$ cat src/include/neo_video_consts.svh
/*
 * Palette video constants
 * Widths, FIFO depth and pixel clock divider for the colour output path
 */

`ifndef NEO_VIDEO_CONSTS_SVH
`define NEO_VIDEO_CONSTS_SVH

// ========================================
// Palette RAM geometry
// ========================================

// Colour index within one bank, 4096 entries
`define NEO_PAL_INDEX_W 12

// Raw palette word as written by the CPU
`define NEO_PAL_WORD_W 16

// ========================================
// Colour output
// ========================================

// One expanded colour channel
`define NEO_CHAN_W 8

// Entries in the colour FIFO, power of two
`define NEO_FIFO_DEPTH 8

// 48 MHz cycles per pixel enable, 6 MHz dot clock
`define NEO_PIXEL_DIV 8

`endif

$ cat src/neo_video_pkg.sv
/*
 * Palette video package
 * Shared types for the palette lookup, colour FIFO and expander
 */

`include "neo_video_consts.svh"

package neo_video_pkg;

	// Colour index inside one palette bank
	typedef logic [`NEO_PAL_INDEX_W-1:0] palIndex_t;

	// Palette word layout
	// Bit 15 dark, bits 14..12 extra R/G/B LSB
	// Bits 11..8 red, 7..4 green, 3..0 blue
	typedef logic [`NEO_PAL_WORD_W-1:0] palWord_t;

	// Expanded colour channel
	typedef logic [`NEO_CHAN_W-1:0] colorChan_t;

	// FIFO entry
	// Shadow bit on top, palette word below
	typedef logic [`NEO_PAL_WORD_W:0] colorEntry_t;

	// What the single palette RAM port does this cycle
	typedef enum logic [1:0] {
		palOpIdle      = 2'd0,
		palOpCpuWrite  = 2'd1,
		palOpPixelRead = 2'd2
	} palOp_t;

endpackage

$ cat src/colorFifo.sv
/*
 * Colour FIFO
 * Circular buffer of palette entries between lookup and expander
 */

`timescale 1ns/1ps

`include "neo_video_consts.svh"

module colorFifo #(
	parameter int Depth = `NEO_FIFO_DEPTH
) (
	input  logic                       CLK_48M,
	input  logic                       nRESET,
	input  logic                       entryPush,
	input  neo_video_pkg::colorEntry_t entryData,
	input  logic                       entryPop,
	output neo_video_pkg::colorEntry_t headData,
	output logic                       fifoEmpty,
	output logic [$clog2(Depth):0]     fifoLevel
);

	import neo_video_pkg::*;

	localparam int PtrW = $clog2(Depth);

	// Entry storage
	colorEntry_t fifoMem [0:Depth-1];

	logic [PtrW-1:0] wrPtr;
	logic [PtrW-1:0] rdPtr;
	logic            doPop;

	// ========================================
	// Status and head
	// ========================================

	assign fifoEmpty = (fifoLevel == '0);

	// Pop on empty is ignored
	assign doPop = entryPop && !fifoEmpty;

	// Head is read straight from the array
	assign headData = fifoMem[rdPtr];

	// Storage write, producer never overruns
	always_ff @(posedge CLK_48M) begin
		if (entryPush) begin
			fifoMem[wrPtr] <= entryData;
		end
	end

	// ========================================
	// Pointers and level
	// ========================================

	always_ff @(posedge CLK_48M) begin
		if (!nRESET) begin
			wrPtr     <= '0;
			rdPtr     <= '0;
			fifoLevel <= '0;
		end else begin
			// Power-of-two depth, pointers wrap on their own
			if (entryPush) begin
				wrPtr <= wrPtr + 1'b1;
			end
			if (doPop) begin
				rdPtr <= rdPtr + 1'b1;
			end
			case ({entryPush, doPop})
				2'b10: fifoLevel <= fifoLevel + 1'b1;
				2'b01: fifoLevel <= fifoLevel - 1'b1;
				// Push with pop, or neither
				default: fifoLevel <= fifoLevel;
			endcase
		end
	end

endmodule

$ cat config.mk
export PLATFORM = sky130hd
export DESIGN_NAME = colorFifo
export DESIGN_NICKNAME = d
export VERILOG_FILES = /design/src/neo_video_pkg.sv /design/src/colorFifo.sv
export VERILOG_INCLUDE_DIRS = /design/src /design/src/include
export SDC_FILE = /design/constraint.sdc
export NUM_CORES = 1
export LEC_CHECK = 0
export ABC_AREA = 1
export CORE_MARGIN = 2
export CORE_UTILIZATION = 65
export DETAILED_ROUTE_END_ITERATION = 8
export DONT_BUFFER_PORTS = 1
export PLACE_DENSITY = 0.81
export REMOVE_ABC_BUFFERS = 1
export SETUP_SLACK_MARGIN = 0.1
export SYNTH_ARGS = -nofsm -noshare
export SYNTH_HDL_FRONTEND = slang
export SYNTH_SLANG_ARGS = --single-unit
$ cat constraint.sdc
create_clock -name CLK_48M -period 4.55 [get_ports CLK_48M]
set_input_delay 0.91 -clock CLK_48M [delete_from_list [all_inputs] [get_ports CLK_48M]]
set_output_delay 0.91 -clock CLK_48M [all_outputs]
set_load 0.01 [all_outputs]
Word level (Yosys, flattened, before mapping). Memory sizes are Yosys's and may differ from the RTL's. A register that Yosys moved wholly into a read port is not among the register bits. Index checks and enable logic that the tools add are counted. W data, S select, Z words.

Magnitude comparators: 0. Equal/unequal tests: 2. Bitwise operators: 0. Add/sub/neg operators: 4. Shift-type cells: 0. Divide/modulo/power cells: 0. $mul: 0. Multiplexer cells: 5. Reduce and logical (&&, ||, !) cells: 4.

Operators with widths (count): $pmux W4 S2 (1); $add A3 B1 Y3 const B (2); $mux W3 (2); $add A4 B1 Y4 const B (1); $logic_not A4 Y1 (1); $sub A4 B1 Y4 const B (1); $eq A2 B1 Y1 const B (1); $eq A2 B2 Y1 const B (1); $mux W1 (2); $reduce_bool A2 Y1 (1); $logic_and A1 B1 Y1 (1); $logic_not A1 Y1 (1).

Register bits after elaboration: 10. Bits in writable memories: 136. Bits in latches: 0. Word-level logic and storage cells: 19. Memories: 1. Input bits: 21. ROM bits: 0.

Memories: fifoMem (depth 8, bits a word 17, rd ports 1, clocked after memory_dff 1, wr ports 1, line colorFifo.sv:28) `colorEntry_t fifoMem [0:Depth-1];`.

Depth between registers and ports, before layout.
Depth in word-level cells: 5. Mapped depth: 14. Mapped depth without buffers: 14.

Worst setup path before layout. No wires, ideal clock.

Path type: input to register. Start point: input entryPush. End point: memory fifoMem[0][0] (netlist bit) (enable). Stages: 3. Data arrival time: 2.043 ns. Slack: 2.116 ns. Setup time: 0.390 ns. Cell sequence: inv_1 or2_2 nor2_1.

Longest elaborated chain between the ends: 2.

RTL lines: start, declared (line colorFifo.sv:15) `input logic entryPush,`; $mux W1 (line colorFifo.sv:48) `if (entryPush) begin`; $mux W1 (implied by the code) (line colorFifo.sv:49) `fifoMem[wrPtr] <= entryData;`; end, declared (line colorFifo.sv:28).

No other way between the ends.

==> results by group <==
Clock tree
  – Post-CTS resize count: 0
  – CTS max path bufs: 2
  – Hold-fix buffers at CTS: 0
  – CTS tree: built
  – CTS H-tree lvls: 4
  – Setup repair bufs after CTS: 0
  – Clock Tree Root: clkbuf_8
  – Clock-pin slew on the worst setup and hold paths: 60 ps
  – CTS Sinks: 149
  – Clk_lat worst skew: 520 ps
  – Total CTS buffers: 17

Worst hold path
  – HP Class: primary input to flop
  – Min-delay src: entryData[12]

Setup path
  – Setup CP Type: flop to output port
  – Max FO, Critical Path: 18
  – Crit path capture type: output port
  – Top cell family by delay on the critical path: flip-flops
  – Crit path cell chain: clkinv_1 -> nand2_1 -> nand2_1
  – Crit start category: flop
  – Crit path max-delay cell type: dfxtp_1
  – Crit path top cell by count: nand2_1
  – RR Startpoint: fifoLevel[1]
  – Crit path arrival time: 2620 ps
  – Critical path's largest stage delay: 840 ps
  – CP Buf/Inv Count: 1
  – Required time worst endpoint: 3640 ps

STA
  – Max-slew violations: 0
  – Fmax: 284 MHz
  – Slew @ Worst Pin: 1060 ps
  – Period utilisation layout: 77.5%
  – Setup WS post-layout: 1020 ps
  – Max-slew headroom: 28.9%
  – RSZ-0062 raised after global routing: false
  – Final min period: 3530 ps
  – Fin Setup TNS: 0 ps
  – Clock skew: 6.19 ps
  – Final hold violation count: 0
  – Final hold slack: 480 ps
  – Final setup violation count: 0

Placed design
  – Final Wtd Congestion: 0.842
  – Port buffer count: 0
  – Place WS: 1600 ps
  – Hpwl dp: 6390 um

Drt
  – Detail Route Antenna Nets: 0
  – Routed WL per cell: 19.0 um
  – 1st-pass router iterations: 5
  – Via count: 3661
  – Drt drc: 0
  – Initial DRC count: 244
  – Vias per cell: 6.10
  – Final WL: 11400 um

GRT
  – GR Overflow Total: 0
  – Total track usage: 24.4%
  – Vias in the first global route: 3590
  – First-pass GRT wire length: 17900 um
  – Largest net degree at the start of global routing: 52
  – Initial antenna violation count: 0

Final layout
  – Multi-input logic area: 0.00138 mm^2
  – Final nets: 505
  – ANT cells: 0
  – Share of layout cells above drive strength 1: 9.35%
  – Most common cell after layout, fill and taps aside: edfxtp_1
  – Post-layout util: 75.6%
  – Fillers: 524
  – Area growth syn-to-layout: 11.9%
  – Most frequent cells in the layout: 136 x edfxtp_1, 80 x nor2_1, 70 x o21ai_0
  – Storage cell area: 0.00435 mm^2

Run status
  – Status: finished, final reports clean

Floorplanning
  – Die area: 0.00989 mm^2
  – Die W: 99.4 um
  – Std-Cell Rows: 34
  – Die Ht: 99.4 um
  – Top Ports: 43
  – Starting Density: 67.6%
  – Core area: 0.00876 mm^2

Synth
  – Synthesized flop and latch total: 149
  – Largest family of logic cells by synthesized area: simple AND/OR/NAND/NOR gates
  – Synth warn: 0
  – Multiplexer share of the synthesized area: 2.87%
  – Adder-Cell Fraction of Synth Area: 1.06%
  – Cell variety after synth: 23
  – Post-Synth Simple-Gate Area: 9.85%
  – Synth Instances: 471
  – Register area share after synthesis: 73.4%
  – Synthesized area: 0.00592 mm^2
  – Synth Area in XOR/XNOR: 0.444%
  – Mean Syn Cell Area: 12.6 um^2
  – Synth Area in Compound Gates: 9.15%

Flow run
  – Max cap viols: 0

Power and ir drop
  – Maximum vdd drop: 342 uV
  – PD cells: 567 mW/mm^2
  – Static leakage: 0.00234 uW
synthesized netlist by cell type:
cell	count	area, um^2
a21oi_1	11	55.1
buf_1	1	3.75
buf_2	7	35.0
buf_4	2	15.0
buf_6	2	22.5
buf_8	1	15.0
clkbuf_1	9	33.8
clkinv_1	1	3.75
dfxtp_1	13	260
edfxtp_1	136	4080
ha_1	5	62.6
inv_1	17	63.8
mux2i_1	17	170
nand2_1	68	255
nand3_1	3	15.0
nand4_1	1	6.26
nor2_1	80	300
o21ai_0	70	350
o21ai_1	6	30.0
o22ai_1	17	106
or2_2	1	6.26
xnor2_1	2	17.5
xor2_1	1	8.76
cells by family (layout without fill, tap and decap cells):
kind of cell	count (synthesis)	after routing
buf+inv	40	61
compound gates	104	104
simple gates	153	153
xor+xnor	3	3
mux	17	17
fa+ha+maj	5	5
flops	149	149
flip-flops by register name, indices dropped and copies added (netlist names), named ones only:
signal,flops
fifoMem,136
wrPtr,3
fifoLevel,4
rdPtr,3
metrics by stage:
| step | std cells | power (uW) | cell area [um^2] |
|---|---|---|---|
| after floorplan | 449 | 2190 | 5800 |
| after global placement | 568 | 2330 | 6020 |
| after detailed placement | 568 | 2370 | 6020 |
| after CTS | 600 | 3770 | 6620 |
| after global routing | 600 | 3930 | 6620 |
| final | 600 | 3750 | 6620 |
worst paths after layout:
path | cells after the start | slack (ps) | end
max | 3 | 1020 | headData[2]
max reg2reg | 13 | 2350 | fifoLevel[2]
min reg2reg | 1 | 490 | rdPtr[0]
min | 0 | 480 | fifoMem[3][12]
routing by layer:
| layer | track usage, % | vias up | part of all wire, % |
|---|---|---|---|
| li1 | - | 1695 | - |
| met1 | 30.8 | 1761 | 40 |
| met2 | 39.2 | 174 | 50 |
| met3 | 6.04 | 31 | 7.1 |
| met4 | 13.3 | 0 | 2.8 |
| met5 | 0 | - | 0 |
where the power goes:
group	total, uW	switching (uW)	internal [uW]
logic	669	437	232
registers	1680	122	1560
clock network	1410	558	848
area by class of cell:
class | instances | area share (%)
inverters | 18 | 1.02
well taps | 108 | 2.04
flip-flops and latches | 149 | 65.6
clock inverters | 15 | 2.91
repair buffers | 11 | 1.25
multi-input cells | 282 | 20.9
clock buffers | 17 | 6.25
worst reg2reg max path, delay by kind of cell, from the launching register on:
| family | cells | cell delay, ps |
|---|---|---|
| adders and majority gates | 2 | 420 |
| xor gates and xnor gates | 1 | 100 |
| DFF | 1 | 450 |
| AOI/OAI and AO/OA | 2 | 330 |
| buffers and inverters | 4 | 430 |
| and+or+nand+nor | 4 | 380 |
No activity file was read; power rests on OpenSTA's default activity.
