**config.mk**
```make
export PLATFORM = sky130hd
export DESIGN_NAME = colorExpander
export DESIGN_NICKNAME = d
export VERILOG_FILES = /design/src/neo_video_pkg.sv /design/src/colorExpander.sv
export VERILOG_INCLUDE_DIRS = /design/src /design/src/include
export SDC_FILE = /design/constraint.sdc
export NUM_CORES = 1
export LEC_CHECK = 0
export ABC_AREA = 1
export BUFFER_PORTS_ARGS = -buffer_cell sky130_fd_sc_hd__buf_2
export CELL_PAD_IN_SITES_DETAIL_PLACEMENT = 1
export CELL_PAD_IN_SITES_GLOBAL_PLACEMENT = 1
export CORE_MARGIN = 2
export CORE_UTILIZATION = 38
export CTS_CLUSTER_SIZE = 24
export DETAILED_ROUTE_END_ITERATION = 6
export PLACE_DENSITY = 0.86
export SETUP_SLACK_MARGIN = 0.2
export SYNTH_ARGS = -nofsm -noshare
export SYNTH_HDL_FRONTEND = slang
export SYNTH_SLANG_ARGS = --single-unit
```
**constraint.sdc**
```tcl
create_clock -name CLK_48M -period 3.55 [get_ports CLK_48M]
set_clock_uncertainty 0.1 [all_clocks]
set_input_delay 0.355 -clock CLK_48M [delete_from_list [all_inputs] [get_ports CLK_48M]]
set_output_delay 0.355 -clock CLK_48M [all_outputs]
set_load 0.02 [all_outputs]
```
**src/include/neo_video_consts.svh**
```systemverilog
/*
 * Palette video constants
 * Widths, FIFO depth and pixel clock divider for the colour output path
 */

`ifndef NEO_VIDEO_CONSTS_SVH
`define NEO_VIDEO_CONSTS_SVH

// ========================================
// Palette RAM geometry
// ========================================

// Colour index within one bank, 4096 entries
`define NEO_PAL_INDEX_W 12

// Raw palette word as written by the CPU
`define NEO_PAL_WORD_W 16

// ========================================
// Colour output
// ========================================

// One expanded colour channel
`define NEO_CHAN_W 8

// Entries in the colour FIFO, power of two
`define NEO_FIFO_DEPTH 8

// 48 MHz cycles per pixel enable, 6 MHz dot clock
`define NEO_PIXEL_DIV 8

`endif

```
**src/neo_video_pkg.sv**
```systemverilog
/*
 * Palette video package
 * Shared types for the palette lookup, colour FIFO and expander
 */

`include "neo_video_consts.svh"

package neo_video_pkg;

	// Colour index inside one palette bank
	typedef logic [`NEO_PAL_INDEX_W-1:0] palIndex_t;

	// Palette word layout
	// Bit 15 dark, bits 14..12 extra R/G/B LSB
	// Bits 11..8 red, 7..4 green, 3..0 blue
	typedef logic [`NEO_PAL_WORD_W-1:0] palWord_t;

	// Expanded colour channel
	typedef logic [`NEO_CHAN_W-1:0] colorChan_t;

	// FIFO entry
	// Shadow bit on top, palette word below
	typedef logic [`NEO_PAL_WORD_W:0] colorEntry_t;

	// What the single palette RAM port does this cycle
	typedef enum logic [1:0] {
		palOpIdle      = 2'd0,
		palOpCpuWrite  = 2'd1,
		palOpPixelRead = 2'd2
	} palOp_t;

endpackage

```
**src/colorExpander.sv**
```systemverilog
/*
 * Colour expander
 * Pixel enable divider, palette word to 8-bit RGB conversion and shadow
 */

`timescale 1ns/1ps

`include "neo_video_consts.svh"

module colorExpander (
	input  logic                       CLK_48M,
	input  logic                       nRESET,
	input  neo_video_pkg::colorEntry_t headData,
	input  logic                       fifoEmpty,
	output logic                       entryPop,
	output neo_video_pkg::colorChan_t  red,
	output neo_video_pkg::colorChan_t  green,
	output neo_video_pkg::colorChan_t  blue,
	output logic                       rgbValid,
	output logic                       pixelEnable
);

	import neo_video_pkg::*;

	localparam int DivW = $clog2(`NEO_PIXEL_DIV);
	localparam logic [DivW-1:0] LastDiv = DivW'(`NEO_PIXEL_DIV - 1);

	logic [DivW-1:0] pixDiv;
	colorChan_t      redNext;
	colorChan_t      greenNext;
	colorChan_t      blueNext;

	// One channel of the palette rule
	// Nibble, extra bit, nibble MSB, minus dark, clamp at 0
	function automatic colorChan_t expandChannel(
		input logic [3:0] nibble,
		input logic       extra,
		input logic       dark,
		input logic       shadow
	);
		logic [6:0] level6;
		colorChan_t full;
		level6 = {1'b0, nibble, extra, nibble[3]} - {6'd0, dark};
		// Borrow out of bit 6 means underflow
		full = level6[6] ? '0 : {level6[5:0], level6[4:3]};
		return shadow ? {1'b0, full[7:1]} : full;
	endfunction

	// ========================================
	// Conversion of the FIFO head
	// ========================================

	assign redNext   = expandChannel(headData[11:8], headData[14], headData[15],
		headData[`NEO_PAL_WORD_W]);
	assign greenNext = expandChannel(headData[7:4], headData[13], headData[15],
		headData[`NEO_PAL_WORD_W]);
	assign blueNext  = expandChannel(headData[3:0], headData[12], headData[15],
		headData[`NEO_PAL_WORD_W]);

	// Take the head only on a pixel slot
	assign entryPop = pixelEnable && !fifoEmpty;

	// ========================================
	// Pixel pacing and output registers
	// ========================================

	always_ff @(posedge CLK_48M) begin
		if (!nRESET) begin
			pixDiv      <= '0;
			pixelEnable <= 1'b0;
			rgbValid    <= 1'b0;
			red         <= '0;
			green       <= '0;
			blue        <= '0;
		end else begin
			pixDiv      <= (pixDiv == LastDiv) ? '0 : pixDiv + 1'b1;
			pixelEnable <= (pixDiv == LastDiv);
			// Outputs hold between enables
			if (pixelEnable) begin
				rgbValid <= !fifoEmpty;
				red      <= fifoEmpty ? '0 : redNext;
				green    <= fifoEmpty ? '0 : greenNext;
				blue     <= fifoEmpty ? '0 : blueNext;
			end
		end
	end

endmodule

```
Yosys cells after proc, flatten, opt, wreduce, memory -nomap -nowiden. Index checks and enable logic that the tools add are counted.

Add/sub/neg operators: 4. Equality and inequality tests: 1. Muxes and demuxes: 9. Bitwise operators: 1. Reduce and logical (&&, ||, !) cells: 3.

Operator list (count): $mux W8 (9); $sub A6 B1 Y7 (3); $add A3 B1 Y3 const B (1); $eq A3 B3 Y1 const B (1); $reduce_or A2 Y1 (1); $logic_and A1 B1 Y1 (1); $logic_not A1 Y1 (1); $not A1 Y1 (1).

Flip-flop bits (word level): 29. Output and inout bits: 27.

Longest topological paths before layout.
Depth in word-level cells: 4. Mapped depth: 10. Gate-level depth less buffers: 10.

Least setup slack after synthesis. OpenSTA, ideal clock, no wires.

Path type: input to register. From: input headData[11]. To: register red[5]. Library setup time: 0.128 ns. Arrival time: 1.351 ns. Setup slack: 1.972 ns. Cell stages on the path: 7. Buffers on the path: 0. Cell sequence: inv_1 > ha_1 > ha_1 > nand4_2 > and2_1 > a21oi_1 > nor2_1.

Word-level cells in the longest chain between the ends: 4.

RTL lines: start: declaration (RTL line colorExpander.sv:13) `input neo_video_pkg::colorEntry_t headData,`; $sub A6 B1 Y7 (RTL line colorExpander.sv:43) `level6 = {1'b0, nibble, extra, nibble[3]} - {6'd0, dark};`; $mux W8 (RTL line colorExpander.sv:45) `full = level6[6] ? '0 : {level6[5:0], level6[4:3]};`; $mux W8 (RTL line colorExpander.sv:46) `return shadow ? {1'b0, full[7:1]} : full;`; $mux W8 (RTL line colorExpander.sv:81) `red <= fifoEmpty ? '0 : redNext;`; end signal: assignment (RTL line colorExpander.sv:81); end: declaration (RTL line colorExpander.sv:16) `output neo_video_pkg::colorChan_t red,`.

Every way passes these cells. A chain may end at the register's enable or synchronous reset.

Worst setup path in the final report.
From: register pixelEnable. To: output entryPop.

Word-level cells in the longest chain between the ends: 1.

RTL lines: start: declaration (RTL line colorExpander.sv:20) `output logic pixelEnable`; start signal: assignment (RTL line colorExpander.sv:77) `pixelEnable <= (pixDiv == LastDiv);`; $logic_and A1 B1 Y1 (RTL line colorExpander.sv:61) `assign entryPop = pixelEnable && !fifoEmpty;`; end: declaration (RTL line colorExpander.sv:15) `output logic entryPop,`.

Every way passes these cells.

==> results.md <==
* Status: finished, final reports clean
* Crit path kind: register to output port
* Initial antenna violation count at 0
* Clock Tree Root: clkbuf_8
* Min-Delay Path Class: primary input to register
* GR Overflow Total at 0
* Largest family of logic cells by synthesized area: simple AND/OR/NAND/NOR gates
* WP data arrival at 1.24 ns
* IO Pins at 47
* Fin. max-slew vios at 0
* Hold Fails Final Rpt at 0
* Req. time, crit path at 3.09 ns
* Skew-Pair Late Insertion Delay at 0.28 ns
* Post-CTS setup buffer count at 0
* Final Net Count at 320
* Clock sink total at 26
* CTS clk-pin slew, worst paths at 0.09 ns
* N_diodes at 0
* Mapped Area at 1600 sq um
* Tot GR Track Use at 20.3%
* Deepest clock path buffer count at 2
* Hold Crit Depth at 3
* Row count at 23
* Yosys reg bits at 26
* Hold Crit Start: nRESET
* Hold Worst Slack at 0.306 ns
* Core area at 4030 sq um
* Crit Reg-Reg Startpoint: pixelEnable
* Drt pass-1 iters at 4
* Max Clk Rate at 590 MHz
* Worst R2R End: green[3]
* Hold path endpoint: green[2]
* DR DRC count at 0
* DP Cell Count at 337
* Post-CTS Hold Buffers at 0
* Total number of vias at 1664
* Vias in the first global route at 1638
* Cell count after synthesis at 248
* Slew Limit Headroom at 69.1%
* VDD IR max at 170 uV
* Total Wirelength at 4.33 mm
* Maxcap violations at 0
* Via/cell ratio at 4.88
* Part of the cycle the worst path needs at 47.8%
* Design area at 1920 sq um
* First-pass GRT wire length at 7.09 mm
* Largest net degree at the start of global routing at 24
* Total Negative Setup Slacks at 0 ns
* Syn_area_per_cell at 6.45 sq um
* Xor/xnor share of the synthesized area at 1.64%
* Most common cell after layout, fill and taps aside: nand2_1
* Yosys cell types at 27
* Routed Antenna Nets at 0
* Simple-Gate Fraction of Synth Area at 38.0%
* Post-Synth Adder-Cell Area at 6.26%
* Layout area overhead at 20.3%
* CTS tree: built
* Mapped Nets at 276
* Starting density of the core at 39.7%
* Dpl hpwl at 3.48 mm
* Die width at 68.9 um
* CP startpoint kind: register
* Setup Viol. Count Final at 0
* Worst setup EP type: output port
* Drt wl/cell at 12.7 um
* Multiplexer area fraction after synthesis at 0%
* Die span in y at 68.9 um
* Synthesis Warnings at 0
* RSZ-0062 raised after global routing: no
* Crit-path max FO at 23
* Dpl cell area at 1850 sq um
* Most frequent cells in the layout: 80 x nand2_1, 46 x buf_2, 30 x inv_1
* Register-to-register path setup slack at 1.94 ns
* Slew @ Worst Pin at 0.463 ns
* Non-Filler Instances at 341
* CTS resizes at 0
* Port-buffer cells at 46
* Ratio of cells with drive above 1 in the final layout at 22.7%
* Routability Congestion at 0.789
* R2R depth at 8
* PwrDens at 328 nW/um^2
* Cell leakage power at 1.09 nW
* Die area at 4740 sq um
* Total CTS buffers at 3
* 1st-iter DRT viols at 45
* H-tree depth at 1
* Post-synthesis sequential area ratio at 32.6%
* Tmin final at 1.70 ns
* Compound-Gate Fraction of Synth Area at 10.5%
area by class of cell:
cell class | count | area, sq um
Timing Repair Buffer | 46 | 230
Multi-Input combinational cell | 180 | 902
Tap cell | 50 | 62.6
Clock inverter | 1 | 30.0
Inverter | 35 | 136
Clock buffer | 3 | 41.3
Sequential cell | 26 | 520
Fill cell | 564 | 2110
worst max-delay path by stage:
stage / endpoint / slack (ns) / depth (start not counted) / start
after floorplan: red[5] / 1.97 / 7 / headData[11]
after global placement: red[5] / 1.71 / 8 / headData[11]
after detailed placement: blue[4] / 1.68 / 8 / headData[3]
after CTS: entryPop / 1.83 / 3 / pixelEnable
after global routing: entryPop / 1.77 / 3 / pixelEnable
final: entryPop / 1.85 / 3 / pixelEnable
kinds of logic (layout without fill, tap and decap cells):
family	count (synthesis)	count (layout)
DFF	26	26
adders and majority gates	8	8
xor gates and xnor gates	3	3
AOI/OAI and AO/OA	32	32
and+or+nand+nor	137	137
buffers and inverters	42	85
worst max-delay path, stage by stage (launching register included):
cell and delay [ns]:
dfxtp_1 0.35, inv_2 0.19, nor2_8 0.22, buf_2 0.19
power by group:
group	switching, W	internal (W)	leakage, nW
registers	0.00000124	0.000295	0.210
clock network	0.000103	0.000151	0.0357
logic	0.0000528	0.0000281	0.840
through the flow:
step	setup slack, ns	util, %	total power, W
after global routing	1.77	47.7	0.000662
after global placement	1.71	46.0	0.000382
final	1.85	47.7	0.000631
after CTS	1.83	47.7	0.000636
after detailed placement	1.68	46.0	0.000384
after floorplan	1.97	-	0.000353
synthesized netlist by cell type:
cell type,count,area (sq um)
o21ai_1,7,35.0
and2_1,2,12.5
o21ai_0,5,25.0
o21ai_2,1,8.76
nor2_8,2,40.0
or2_2,1,6.26
a21oi_2,1,8.76
nand4_1,2,12.5
inv_2,3,11.3
nor2_2,3,18.8
xor2_1,3,26.3
nor3_1,1,5.00
nand2_2,1,6.26
clkbuf_1,1,3.75
a21oi_1,18,90.1
nand4_2,1,12.5
nand3_1,18,90.1
ha_1,8,100
inv_1,30,113
nor3_2,1,10.0
buf_1,1,3.75
dfxtp_1,26,521
buf_2,2,10.0
nand2_1,80,300
nor2_1,25,93.8
buf_4,3,22.5
inv_4,2,12.5
sequential cells by signal (all words and copies together) (netlist names):
signal / cells
green: 7
pixelEnable: 1
pixDiv: 3
blue: 7
rgbValid: 1
red: 7
routing by layer:
| metal | vias to the layer above | track usage (%) | wire length (um) |
|---|---|---|---|
| li1 | 865 | - | - |
| met1 | 759 | 23.4 | 1880 |
| met2 | 31 | 37.3 | 2200 |
| met3 | 9 | 2.44 | 144 |
| met4 | 0 | 8.82 | 115 |
| met5 | - | 0 | 0 |
(Power assumes the default switching activity.)
